File: src/fb_pkg.sv
`default_nettype none

package fb_pkg;

   localparam int fb_aw      = 25;
   localparam int fb_dw      = 32;
   localparam int sdr_dw     = 16;
   localparam int sdr_cmd_aw = fb_aw - 2;   // Word address toward SDRAM
   localparam int l2_lines   = 64;
   localparam int l2_words   = 4;
   localparam int l2_bst_len = l2_words * fb_dw / sdr_dw;

   localparam int l2_idx_w   = $clog2(l2_lines);
   localparam int l2_off_w   = $clog2(l2_words);
   localparam int l2_tag_w   = fb_aw - l2_idx_w - l2_off_w - 2;
   localparam int l2_line_w  = fb_dw * l2_words;

   // Cache FSM
   localparam logic [2:0] st_init   = 3'd0;
   localparam logic [2:0] st_idle   = 3'd1;
   localparam logic [2:0] st_lookup = 3'd2;
   localparam logic [2:0] st_wb     = 3'd3;
   localparam logic [2:0] st_refill = 3'd4;
   localparam logic [2:0] st_resp   = 3'd5;
   localparam logic [2:0] st_flush  = 3'd6;

   typedef struct packed {
      logic [l2_tag_w-1:0] tag;
      logic [l2_idx_w-1:0] idx;
      logic [l2_off_w-1:0] word;
      logic [1:0]          boff;   // Byte in word
   } l2_fields_t;

   // Flat byte address or cache fields
   typedef union packed {
      logic [fb_aw-1:0] flat;
      l2_fields_t       f;
   } l2_addr_t;

endpackage

`default_nettype wire

File: src/fb_arbiter.sv
`timescale 1ns/1ps
`default_nettype none

module fb_arbiter (
   input  wire                          clk,
   input  wire                          rst,
   input  wire                          ibus_cmd_valid,
   output logic                         ibus_cmd_ready,
   input  wire [fb_pkg::fb_aw-1:0]      ibus_cmd_addr,
   output logic                         ibus_valid,
   input  wire                          ibus_ready,
   output logic [fb_pkg::fb_dw-1:0]     ibus_dout,
   input  wire                          dbus_cmd_valid,
   output logic                         dbus_cmd_ready,
   input  wire [fb_pkg::fb_aw-1:0]      dbus_cmd_addr,
   input  wire [fb_pkg::fb_dw/8-1:0]    dbus_cmd_we_msk,
   input  wire [fb_pkg::fb_dw-1:0]      dbus_din,
   output logic                         dbus_valid,
   input  wire                          dbus_ready,
   output logic [fb_pkg::fb_dw-1:0]     dbus_dout,
   output logic                         mbus_cmd_valid,
   input  wire                          mbus_cmd_ready,
   output logic [fb_pkg::fb_aw-1:0]     mbus_cmd_addr,
   output logic [fb_pkg::fb_dw/8-1:0]   mbus_cmd_we_msk,
   output logic [fb_pkg::fb_dw-1:0]     mbus_din,
   input  wire                          mbus_valid,
   output logic                         mbus_ready,
   input  wire [fb_pkg::fb_dw-1:0]      mbus_dout
);

   logic busy;    // Grant locked until response accepted
   logic own_d;   // Locked grant belongs to dbus
   logic sel_d;

   assign sel_d = dbus_cmd_valid;   // Fixed priority to dbus

   assign mbus_cmd_valid  = !busy && (dbus_cmd_valid || ibus_cmd_valid);
   assign mbus_cmd_addr   = sel_d ? dbus_cmd_addr : ibus_cmd_addr;
   assign mbus_cmd_we_msk = sel_d ? dbus_cmd_we_msk : '0;   // ibus only reads
   assign mbus_din        = dbus_din;

   assign dbus_cmd_ready = !busy && mbus_cmd_ready;
   assign ibus_cmd_ready = !busy && !dbus_cmd_valid && mbus_cmd_ready;

   // Response steering
   assign mbus_ready = busy && (own_d ? dbus_ready : ibus_ready);
   assign dbus_valid = busy && own_d && mbus_valid;
   assign ibus_valid = busy && !own_d && mbus_valid;
   assign dbus_dout  = mbus_dout;
   assign ibus_dout  = mbus_dout;

   always_ff @(posedge clk) begin
      if (rst) begin
         busy  <= 1'b0;
         own_d <= 1'b0;
      end else if (mbus_cmd_valid && mbus_cmd_ready) begin
         busy  <= 1'b1;
         own_d <= sel_d;
      end else if (mbus_valid && mbus_ready) begin
         busy  <= 1'b0;
      end
   end

   a_grant_held: assert property (@(posedge clk) disable iff (rst)
      busy && !(mbus_valid && mbus_ready) |=> busy && $stable(own_d));

endmodule

`default_nettype wire

File: config.mk
export PLATFORM = sky130hd
export DESIGN_NAME = fb_arbiter
export DESIGN_NICKNAME = d
export VERILOG_FILES = /design/src/fb_pkg.sv /design/src/fb_arbiter.sv
export SDC_FILE = /design/constraint.sdc
export NUM_CORES = 1
export LEC_CHECK = 0
export BUFFER_PORTS_ARGS = -buffer_cell sky130_fd_sc_hd__buf_2
export CORE_AREA = 3 3 99 101
export DETAILED_ROUTE_END_ITERATION = 10
export DIE_AREA = 0 0 102 104
export GPL_TIMING_DRIVEN = 1
export PLACE_DENSITY = 0.55
export SETUP_SLACK_MARGIN = 0.4
export SLEW_MARGIN = 20
export SYNTH_ARGS = -nofsm -noshare
export SYNTH_HDL_FRONTEND = slang
export SYNTH_SLANG_ARGS = --single-unit
File: constraint.sdc
create_clock -name clk -period 1.6 [get_ports clk]
set_input_delay 0.16 -clock clk [delete_from_list [all_inputs] [get_ports clk]]
set_output_delay 0.16 -clock clk [all_outputs]
set_load 0.03 [all_outputs]
-- Word-level counts from Yosys, hierarchy flattened
Index checks and enable logic that the tools add are counted.
- output and inout bits: 131
- memories kept: 0
- latch bits: 0
- word-level logic and storage cells: 23
- bits in registers: 2
- memory bits (writable): 0
- ROM bits: 0
- input port bits: 126
- muxes and demuxes: 5
- multipliers: 0
- shift-type cells: 0
- add/subtract/negate cells: 0
- bitwise operators: 0
- equal/unequal tests: 0
- div/mod/pow operators: 0
- reductions and logical operators: 16
- $lt $le $gt $ge: 0
- operators by type and width (kind ; number):
    25-bit two-way mux ; 1
    1-bit logical AND ; 11
    4-bit two-way mux ; 1
    1-bit zero test ; 3
    1-bit two-way mux ; 3
    2-bit nonzero test ; 1
    1-bit logical OR ; 1

-- Longest topological paths before layout
Gate-level depths: netlist of run 1.
- depth after elaboration: 5
- depth in mapped cells: 4
- depth with buffers taken out: 3

-- Worst setup path after synthesis of run 1
Ideal clock, no wire load.
- kind: reg2out
- from: register busy
- to: output ibus_cmd_ready
- cell stages (with the launch flop): 3
- setup slack: 0.059 ns
- required time: 1.440 ns
- arrival time: 1.381 ns
- cell sequence: dfxtp_1 nor2b_1 nor2b_1
- cells in the longest elaborated chain, start to end: 3
- ends and longest elaborated chain (element ; RTL line ; source):
    start, declared ; fb_arbiter.sv:31 ; logic busy;
    start signal, assigned ; fb_arbiter.sv:54 ; busy <= 1'b0;
    start signal, assigned ; fb_arbiter.sv:57 ; busy <= 1'b1;
    start signal, assigned ; fb_arbiter.sv:60 ; busy <= 1'b0;
    1-bit zero test ; fb_arbiter.sv:43 ; assign ibus_cmd_ready = !busy && !dbus_cmd_valid && mbus_cmd_ready;
    1-bit logical AND (2 in series) ; fb_arbiter.sv:43 ;
    end, declared ; fb_arbiter.sv:8 ; output logic ibus_cmd_ready,
Every way passes these cells.

-- Final worst setup path of run 1
- from: register own_d
- to: output mbus_ready
- cells in the longest elaborated chain, start to end: 2
- ends and longest elaborated chain (element ; RTL line ; source):
    start, declared ; fb_arbiter.sv:32 ; logic own_d;
    start signal, assigned ; fb_arbiter.sv:58 ; own_d <= sel_d;
    1-bit two-way mux ; fb_arbiter.sv:46 ; assign mbus_ready = busy && (own_d ? dbus_ready : ibus_ready);
    1-bit logical AND ; fb_arbiter.sv:46 ;
    end, declared ; fb_arbiter.sv:27 ; output logic mbus_ready,
Every way passes these cells.

==> results.toml, run 1 <==
[status]
outcome = "finished clean"

[worst_setup_path]
timing.rr.start = "own_d"
cpPeakStageDelay_ns = 0.35
crit_slowest_cell = "dfxtp_4"
cpLargestDelayFamily = "flip-flops"
cp_cell_sequence = "mux2i_2 > nor2b_1 > buf_4"
critPathArrivalTime_ns = 1.02
cp.buffers_inverters = 1
end_kind = "primary output"
cp-start-kind = "flop"
r2r-end = "busy"
ff2ff_path_depth = 5
crit_fanout = 4
critical_path_class = "reg2out"
reg2reg_slack_ns = 0.51
crit_required_ns = 1.44

[final_layout]
regArea_um2 = 45.0
nets = 278
final_util_pct = 14.3
drive_gt1_share_pct = 89.3
area_growth_pct = -0.192
postLayoutCellArea_um2 = 1300
multiInputGateArea_um2 = 498
antenna_cells = 0
n_fill_cell = 1033
mostFrequentLayoutCell = "buf_2"
final_cell_mix = "buf_2, mux2_4, nor2_1"
layout.cells.non_filler = 261

[hold_path]
hp-class = "in2reg"
worstHoldStart = "rst"
min_to = "own_d"
min_path_cells = 2

[timing]
setup_viol = 0
finalCritPeriodShare_pct = 74.0
rsz0062_at_grt = "yes"
max_freq_mhz = 845
setup-tns-final_ns = 0
drv_slew = 0
tightest_slew_ns = 0.188
min_period_ns = 1.18
fin_ws_ns = 0.416
clock_skew_ns = 0.00118
worst_slew_margin_rel_pct = 87.2
hold_viol_final = 0

[route]
routed_wirelength_um = 3140
drtIter0Drc = 24
vias = 844
wl_per_cell_um = 12.0
route.detailed.drc = 0
dr.pass1.iters = 4
ant_nets = 0
via_per_inst = 3.23

[place]
portBuffers = 96
hpwl_um = 2370
dp_cells = 254
pre_cts_ws_ns = 0.399
place.gp.congestion = 0.636
place_area_um2 = 1170

[clock_tree]
numCtsBuffers = 3
ctsHtreeMaxLevel = 1
cts_hold_buf = 0
clock_path_buffers = 2
cts.sinks = 2
cts-root-buf = "clkbuf_8"
cts_tree = "yes"
clkTransAtPathRegs_ns = 0.03
clkLatencyLatePin_ns = 0.21

[job]
drv_cap = 0

[global_routing]
grt_pass1_vias = 815
antenna_found_initial = 0
grt_start_max_net_pins = 34
grtUsageTotal_pct = 4.41
gr-total-overflow = 0
grt_pass1_wl_um = 3590

[die]
dieHeight_um = 104
coreArea_um2 = 9110
rows = 35
ios = 257
initial_utilization_pct = 14.3
dieArea_um2 = 10600
die_x_um = 102

[power_and_ir_drop]
power_per_cell_area_nw_per_um2 = 530
vdd_drop_max_mv = 0.134
p_leak_uw = 0.000724

[logic_synthesis]
synth_seq_cells = 2
synth_cell_type_count = 16
syn_area_um2 = 1300
syn_nets = 272
ys_seq_area_share_pct = 3.07
syn_inst = 146
ys_warn_count = 0
syn_area_per_cell_um2 = 8.92
## cell usage after synthesis
cell type  count  share of area (%)
nor2b_1        3                1.4
mux2_4        23                 27
buf_4         96                 55
nor2_1         5                1.4
buf_6          2                1.7
o22ai_1        1               0.48
mux2_2         2                1.7
and3_1         1               0.48
buf_12         2                3.1
o21a_1         1               0.58
a22oi_1        1               0.58
mux2i_1        1               0.77
dfxtp_1        2                3.1
nand2_1        1               0.29
and2_1         4                1.9
nand3b_1       1               0.58
## cell families (layout without fill, tap and decap cells)
kind of cell / after synthesis / in the layout / share of synthesized area [%]
buffers and inverters: 100 / 104 / 60.1
muxes: 26 / 26 / 29.0
and+or+nand+nor: 15 / 15 / 6.15
AOI/OAI and AO/OA: 3 / 3 / 1.63
DFF: 2 / 2 / 3.07
## metal layers
metal  wire, µm  up-vias  GRT usage, %
met3        590        6          3.89
met1        999      359          3.10
met4         67        0          2.72
met2       1480       98          7.52
li1           -      381             -
met5          0        -             0
## worst max-delay path by stage
stage	startpoint	to	slack, ns	depth (start not counted)
2_1_floorplan	busy	ibus_cmd_ready	0.44	2
3_3_place_gp	dbus_cmd_valid	mbus_cmd_addr[0]	0.41	4
3_5_place_dp	dbus_cmd_valid	mbus_cmd_addr[24]	0.40	4
4_1_cts	dbus_cmd_valid	mbus_cmd_addr[24]	0.39	4
5_1_grt	own_d	mbus_ready	0.38	3
6_report	own_d	mbus_ready	0.42	3
## worst register-to-register path, stage by stage, from the launching register on
cell and delay [ns]:
dfxtp_4 0.34, mux2i_2 0.15, buf_4 0.13, buf_4 0.12
o22ai_1 0.18, nor2_1 0.05
## what timing repair did
item / in CTS / in global routing
setup buffers: 2 / 0
setup endpoints to repair: 4 / 9
resized for setup: 3 / 7
gates cloned: 0 / 2
## sequential cells by signal, indices dropped and copies added, names as in the netlist
| register | count |
|---|---|
| busy | 1 |
| own_d | 1 |
## report_power, final
group	internal [µW]	switching, µW	total, µW
Sequential	54.3	6.20	60.5
Clock	159	36.6	195
Combinational	207	226	433
## through the flow
stage               total power (µW)  hold slack [ns]
global placement                 462            0.320
finish                           689            0.127
global route                     733            0.131
CTS                              680            0.125
detailed placement               467            0.320
floorplan                        786            0.232
## cell type report
class / instances / area share [%]
multi-input combinational: 44 / 38.3
sequential: 2 / 3.46
timing repair buffer: 101 / 44.4
clock buffer: 3 / 3.18
tap: 111 / 10.7
No activity file was read; power rests on OpenSTA's default activity.
==> inputs of run 2 (changes only) <==
--- a/config.mk
+++ b/config.mk
@@ -6,11 +6,11 @@
 export NUM_CORES = 1
 export LEC_CHECK = 0
 export BUFFER_PORTS_ARGS = -buffer_cell sky130_fd_sc_hd__buf_2
-export CORE_AREA = 3 3 99 101
+export CORE_AREA = 3 3 100 102
 export DETAILED_ROUTE_END_ITERATION = 10
-export DIE_AREA = 0 0 102 104
+export DIE_AREA = 0 0 103 105
 export GPL_TIMING_DRIVEN = 1
-export PLACE_DENSITY = 0.55
+export PLACE_DENSITY = 0.54
 export SETUP_SLACK_MARGIN = 0.4
 export SLEW_MARGIN = 20
 export SYNTH_ARGS = -nofsm -noshare
==> constraint.sdc (replaced) <==
create_clock -name clk -period 1.2 [get_ports clk]
set_input_delay 0.12 -clock clk [delete_from_list [all_inputs] [get_ports clk]]
set_output_delay 0.12 -clock clk [all_outputs]
set_load 0.03 [all_outputs]
==> run 2 against run 1 <==
  * Utilization increased by 3.9 points
  * Flip-flop and latch count unchanged
  * Routed wire length increased by 13%
  * Clock power increased by 33%
  * Sequential share of layout area decreased by 0.62 points
  * Worst setup slack got worse by 0.33 ns
  * Final cell count increased by 2.3%
  * Count of clock-buffer cells in the layout unchanged
  * Largest cell class unchanged
==> results.toml, run 2 (synthesized netlist as in run 1, its figures left out) <==
[final_layout]
mostFrequentLayoutCell = "buf_2"
area_growth_pct = 28.3
drive_gt1_share_pct = 96.2
reg_top3 = "busy x1, own_d x1"
final_util_pct = 18.2
nets = 284
antenna_cells = 0
final_cell_mix = "buf_2, buf_6, mux2_4"

[place]
portBuffers = 96
hpwl_um = 2560
place.gp.congestion = 0.605

[clock_tree]
cts.sinks = 2
clkTransAtPathRegs_ns = 0.03
cts_hold_buf = 0
clock_path_buffers = 2
cts_tree = "yes"
ctsHtreeMaxLevel = 1
cts-root-buf = "clkbuf_8"
numCtsBuffers = 3
clkLatencyLatePin_ns = 0.21

[worst_setup_path]
cp-startpoint = "own_d"
end_kind = "primary output"
timing.rr.start = "busy"
crit_fanout = 3
cp-start-kind = "flop"
reg2reg_slack_ns = 0.22
r2r-end = "own_d"
crit_required_ns = 1.08
critPathArrivalTime_ns = 1.00
ff2ff_path_depth = 4
critical_path_class = "reg2out"

[power_and_ir_drop]
vdd_drop_max_mv = 0.498
p_leak_uw = 0.000860
total_power_uw = 1110
power_per_cell_area_nw_per_um2 = 665

[route]
vias = 894
routed_wirelength_um = 3560
drtIter0Drc = 12
route.detailed.drc = 0
dr.pass1.iters = 2
ant_nets = 0
wl_per_cell_um = 13.3
via_per_inst = 3.35

[global_routing]
grt_pass1_vias = 930
gr-total-overflow = 0
grt_pass1_wl_um = 4360
grtUsageTotal_pct = 5.27
grt_start_max_net_pins = 9
antenna_found_initial = 0

[timing]
finalCritPeriodShare_pct = 93.2
timing.hold.ws_ns = 0.0696
max_freq_mhz = 894
hold_viol_final = 0
setup_viol = 0
tightest_slew_ns = 0.149
worst_slew_margin_rel_pct = 89.9
clock_skew_ns = 0.00167
setup-tns-final_ns = 0
drv_slew = 0
rsz0062_at_grt = "yes"
min_period_ns = 1.12

[job]
drv_cap = 0

[hold_path]
worstHoldStart = "rst"
hp-class = "in2reg"
min_path_cells = 2
min_to = "own_d"

[status]
outcome = "finished clean"

[die]
initial_utilization_pct = 14.2
dieHeight_um = 105
rows = 35
die_x_um = 103
dieArea_um2 = 10800
ios = 257
coreArea_um2 = 9200
run 2: cell count changes in the layout (fill, tap and decap cells not counted), moves of 2 or more:
cell / delta
nor2_4: +2
mux2_4: +2
clkbuf_16: -2
nor2_1: -3
buf_16: +4
and2_1: -4
mux2_2: -2
buf_6: +37
buf_2: -33
and2_4: +4
run 2: how the worst max path moves through the flow:
stage | end | slack [ns]
floorplan | ibus_cmd_ready | 0.23
global placement | mbus_cmd_addr[3] | 0.08
detailed placement | mbus_cmd_addr[22] | 0.05
CTS | mbus_ready | 0.07
global route | ibus_cmd_ready | 0.05
finish | mbus_ready | 0.08
run 2: cell type report:
cell class              instances  area, µm²
fillers                      1002       7520
repair buffers                107        896
multi-input cells              44        548
well taps                     111        139
flip-flops and latches          2       47.5
clock buffers                   3       41.3
run 2: repair_timing:
action | 4_1_cts | 5_1_grt
cloned | 3 | 0
endpoints found under the setup margin | 37 | 37
pin swaps | 1 | 3
resized for setup | 89 | 8
setup buffers | 3 | 2
run 2: report_power, final:
part           internal, µW  switching, µW  leakage (µW)  total, µW
registers              71.8           10.5     0.0000178       82.3
logic                   426            346      0.000821        771
clock network           212           47.3     0.0000216        259
run 2: layer usage:
layer,vias to the layer above,track usage [%],part of all wire [%]
met5,-,0,0
met4,0,1.30,1.1
met3,9,2.27,16
met2,103,11.2,55
met1,389,4.03,28
li1,393,-,-
run 2: through the flow:
| stage | std cells | setup WS (ns) | area, µm² |
|---|---|---|---|
| 2_1_floorplan | 146 | 0.228 | 1340 |
| 3_3_place_gp | 256 | 0.0849 | 1200 |
| 3_5_place_dp | 256 | 0.0503 | 1200 |
| 4_1_cts | 265 | 0.0675 | 1630 |
| 5_1_grt | 267 | 0.0486 | 1670 |
| 6_report | 267 | 0.0814 | 1670 |
run 2: worst max-delay path, stage by stage (launching register included):
cell	delay (ns)
dfxtp_4	0.35
mux2i_4	0.18
nor2b_2	0.12
buf_6	0.14
==> inputs of run 3 (changes only) <==
--- a/config.mk
+++ b/config.mk
@@ -5,12 +5,12 @@
 export SDC_FILE = /design/constraint.sdc
 export NUM_CORES = 1
 export LEC_CHECK = 0
-export BUFFER_PORTS_ARGS = -buffer_cell sky130_fd_sc_hd__buf_2
-export CORE_AREA = 3 3 100 102
+export CORE_AREA = 3 3 99 101
 export DETAILED_ROUTE_END_ITERATION = 10
-export DIE_AREA = 0 0 103 105
+export DIE_AREA = 0 0 102 104
+export DONT_BUFFER_PORTS = 1
 export GPL_TIMING_DRIVEN = 1
-export PLACE_DENSITY = 0.54
+export PLACE_DENSITY = 0.31
 export SETUP_SLACK_MARGIN = 0.4
 export SLEW_MARGIN = 20
 export SYNTH_ARGS = -nofsm -noshare
==> run 3 against run 2 <==
  * Clock power about the same
  * Largest power group unchanged
  * Register-to-register slack about the same
  * Sequential power up 2%
  * Worst setup slack better by 0.020 ns
  * Die area down 1.9%
  * Power down 34%
  * Clock skew down 0.00065 ns
  * Critical endpoint unchanged
  * Sequential share of layout area up 2.9 points
  * Count of clock-buffer cells in the layout unchanged
==> results.toml, run 3 (synthesized netlist as in run 1, its figures left out) <==
[status]
outcome = "finished clean"

[final_layout]
antenna_cells = 0
multiInputGateArea_um2 = 533
drive_gt1_share_pct = 78.6
regArea_um2 = 47.5
reg_top3 = "busy x1, own_d x1"
layout.cells.non_filler = 167
n_fill_cell = 1034
final_cell_mix = "mux2_4, and2_1, buf_4"
nets = 184
area_growth_pct = -36.8
mostFrequentLayoutCell = "mux2_4"

[place]
pre_cts_ws_ns = 0.251
hpwl_um = 1680
portBuffers = 0
dp_cells = 159
place.gp.congestion = 0.597

[die]
coreArea_um2 = 9110
rows = 35
ios = 257
initial_utilization_pct = 14.3
die_x_um = 102
dieArea_um2 = 10600
dieHeight_um = 104

[clock_tree]
numCtsBuffers = 3
clkLatencyLatePin_ns = 0.21
clkTransAtPathRegs_ns = 0.03
cts.sinks = 2
ctsHtreeMaxLevel = 1
clock_path_buffers = 2
cts_tree = "yes"
cts-root-buf = "clkbuf_8"

[worst_setup_path]
crit_required_ns = 1.08
critical_path_class = "reg2out"
crit_fanout = 4
cp_cell_sequence = "mux2i_4 > nor2b_4"
cp.buffers_inverters = 0
cpPeakStageDelay_ns = 0.35
r2r-end = "busy"
ff2ff_path_depth = 4
cp-start-kind = "flop"
crit_slowest_cell = "dfxtp_4"
timing.rr.start = "own_d"
cpLargestDelayFamily = "flip-flops"
critPathArrivalTime_ns = 0.98
end_kind = "primary output"
reg2reg_slack_ns = 0.22

[power_and_ir_drop]
combPwrFrac_pct = 52.9
switching_share_pct = 39.4
p_clk_share_pct = 35.6
pwr-share-seq_pct = 11.4
power_per_cell_area_nw_per_um2 = 893
p_int_uw = 446
vdd_drop_max_mv = 0.276
p_leak_uw = 0.000332
switching_power_uw = 289

[timing]
worst_slew_margin_rel_pct = 79.8
finalCritPeriodShare_pct = 91.6
tightest_slew_ns = 0.305
rsz0062_at_grt = "yes"
fin_ws_ns = 0.101
setup_viol = 0
max_freq_mhz = 910
setup-tns-final_ns = 0
clock_skew_ns = 0.00102
min_period_ns = 1.10
hold_viol_final = 0
timing.hold.ws_ns = 0.134
drv_slew = 0

[route]
route.detailed.drc = 0
drtIter0Drc = 12
ant_nets = 0
via_per_inst = 3.02
wl_per_cell_um = 12.3
dr.pass1.iters = 2
vias = 505
routed_wirelength_um = 2050

[hold_path]
worstHoldStart = "dbus_cmd_valid"
min_to = "own_d"
min_path_cells = 2
hp-class = "in2reg"

[global_routing]
grtUsageTotal_pct = 3.21
grt_pass1_vias = 599
grt_pass1_wl_um = 2700
grt_start_max_net_pins = 34
antenna_found_initial = 0
gr-total-overflow = 0

[job]
drv_cap = 0
run 3: changes by cell type in the layout (fill, tap and decap cells not counted), sizes merged:
cell         previous run  this run
buf                   107         6
dlygate4sd3             0         1
run 3: worst max path at each step:
| stage | start | end | cells past startpoint |
|---|---|---|---|
| after global routing | busy | ibus_cmd_ready | 2 |
| after detailed placement | own_d | mbus_ready | 2 |
| after floorplan | busy | ibus_cmd_ready | 2 |
| after CTS | own_d | mbus_ready | 2 |
| final | own_d | mbus_ready | 2 |
| after global placement | own_d | mbus_ready | 2 |
run 3: what timing repair did:
action	in CTS	in global routing
setup buffers	2	2
pin swaps	3	0
resized for setup	7	3
setup endpoints to repair	8	8
hold buffers	1	0
hold endpoints to repair	2	0
run 3: final cells by class:
type / instances / area share, %
clock buffer: 3 / 5.02
multi-input combinational: 44 / 64.7
timing repair buffer: 7 / 7.60
sequential: 2 / 5.78
tap: 111 / 16.9
run 3: power groups by stage:
stage	Clock (µW)	Combinational (µW)	Sequential, µW
global placement	0	360	82.2
floorplan	0	979	81.8
detailed placement	0	357	83.7
finish	262	389	84.0
CTS	269	379	81.8
global route	279	406	84.8
run 3: through the flow:
step | util [%] | instance area [µm²] | total power, µW
CTS | 8.75 | 797 | 730
global placement | 7.71 | 702 | 443
detailed placement | 7.71 | 702 | 440
floorplan | - | 1340 | 1060
global route | 9.04 | 823 | 770
finish | 9.04 | 823 | 735
run 3: layer usage:
metal | routed length (µm) | GRT usage (%) | vias up
met4 | 65 | 3.37 | 0
met5 | 0 | 0 | -
met2 | 1150 | 6.08 | 81
li1 | - | - | 191
met1 | 488 | 2.05 | 219
met3 | 352 | 1.27 | 14
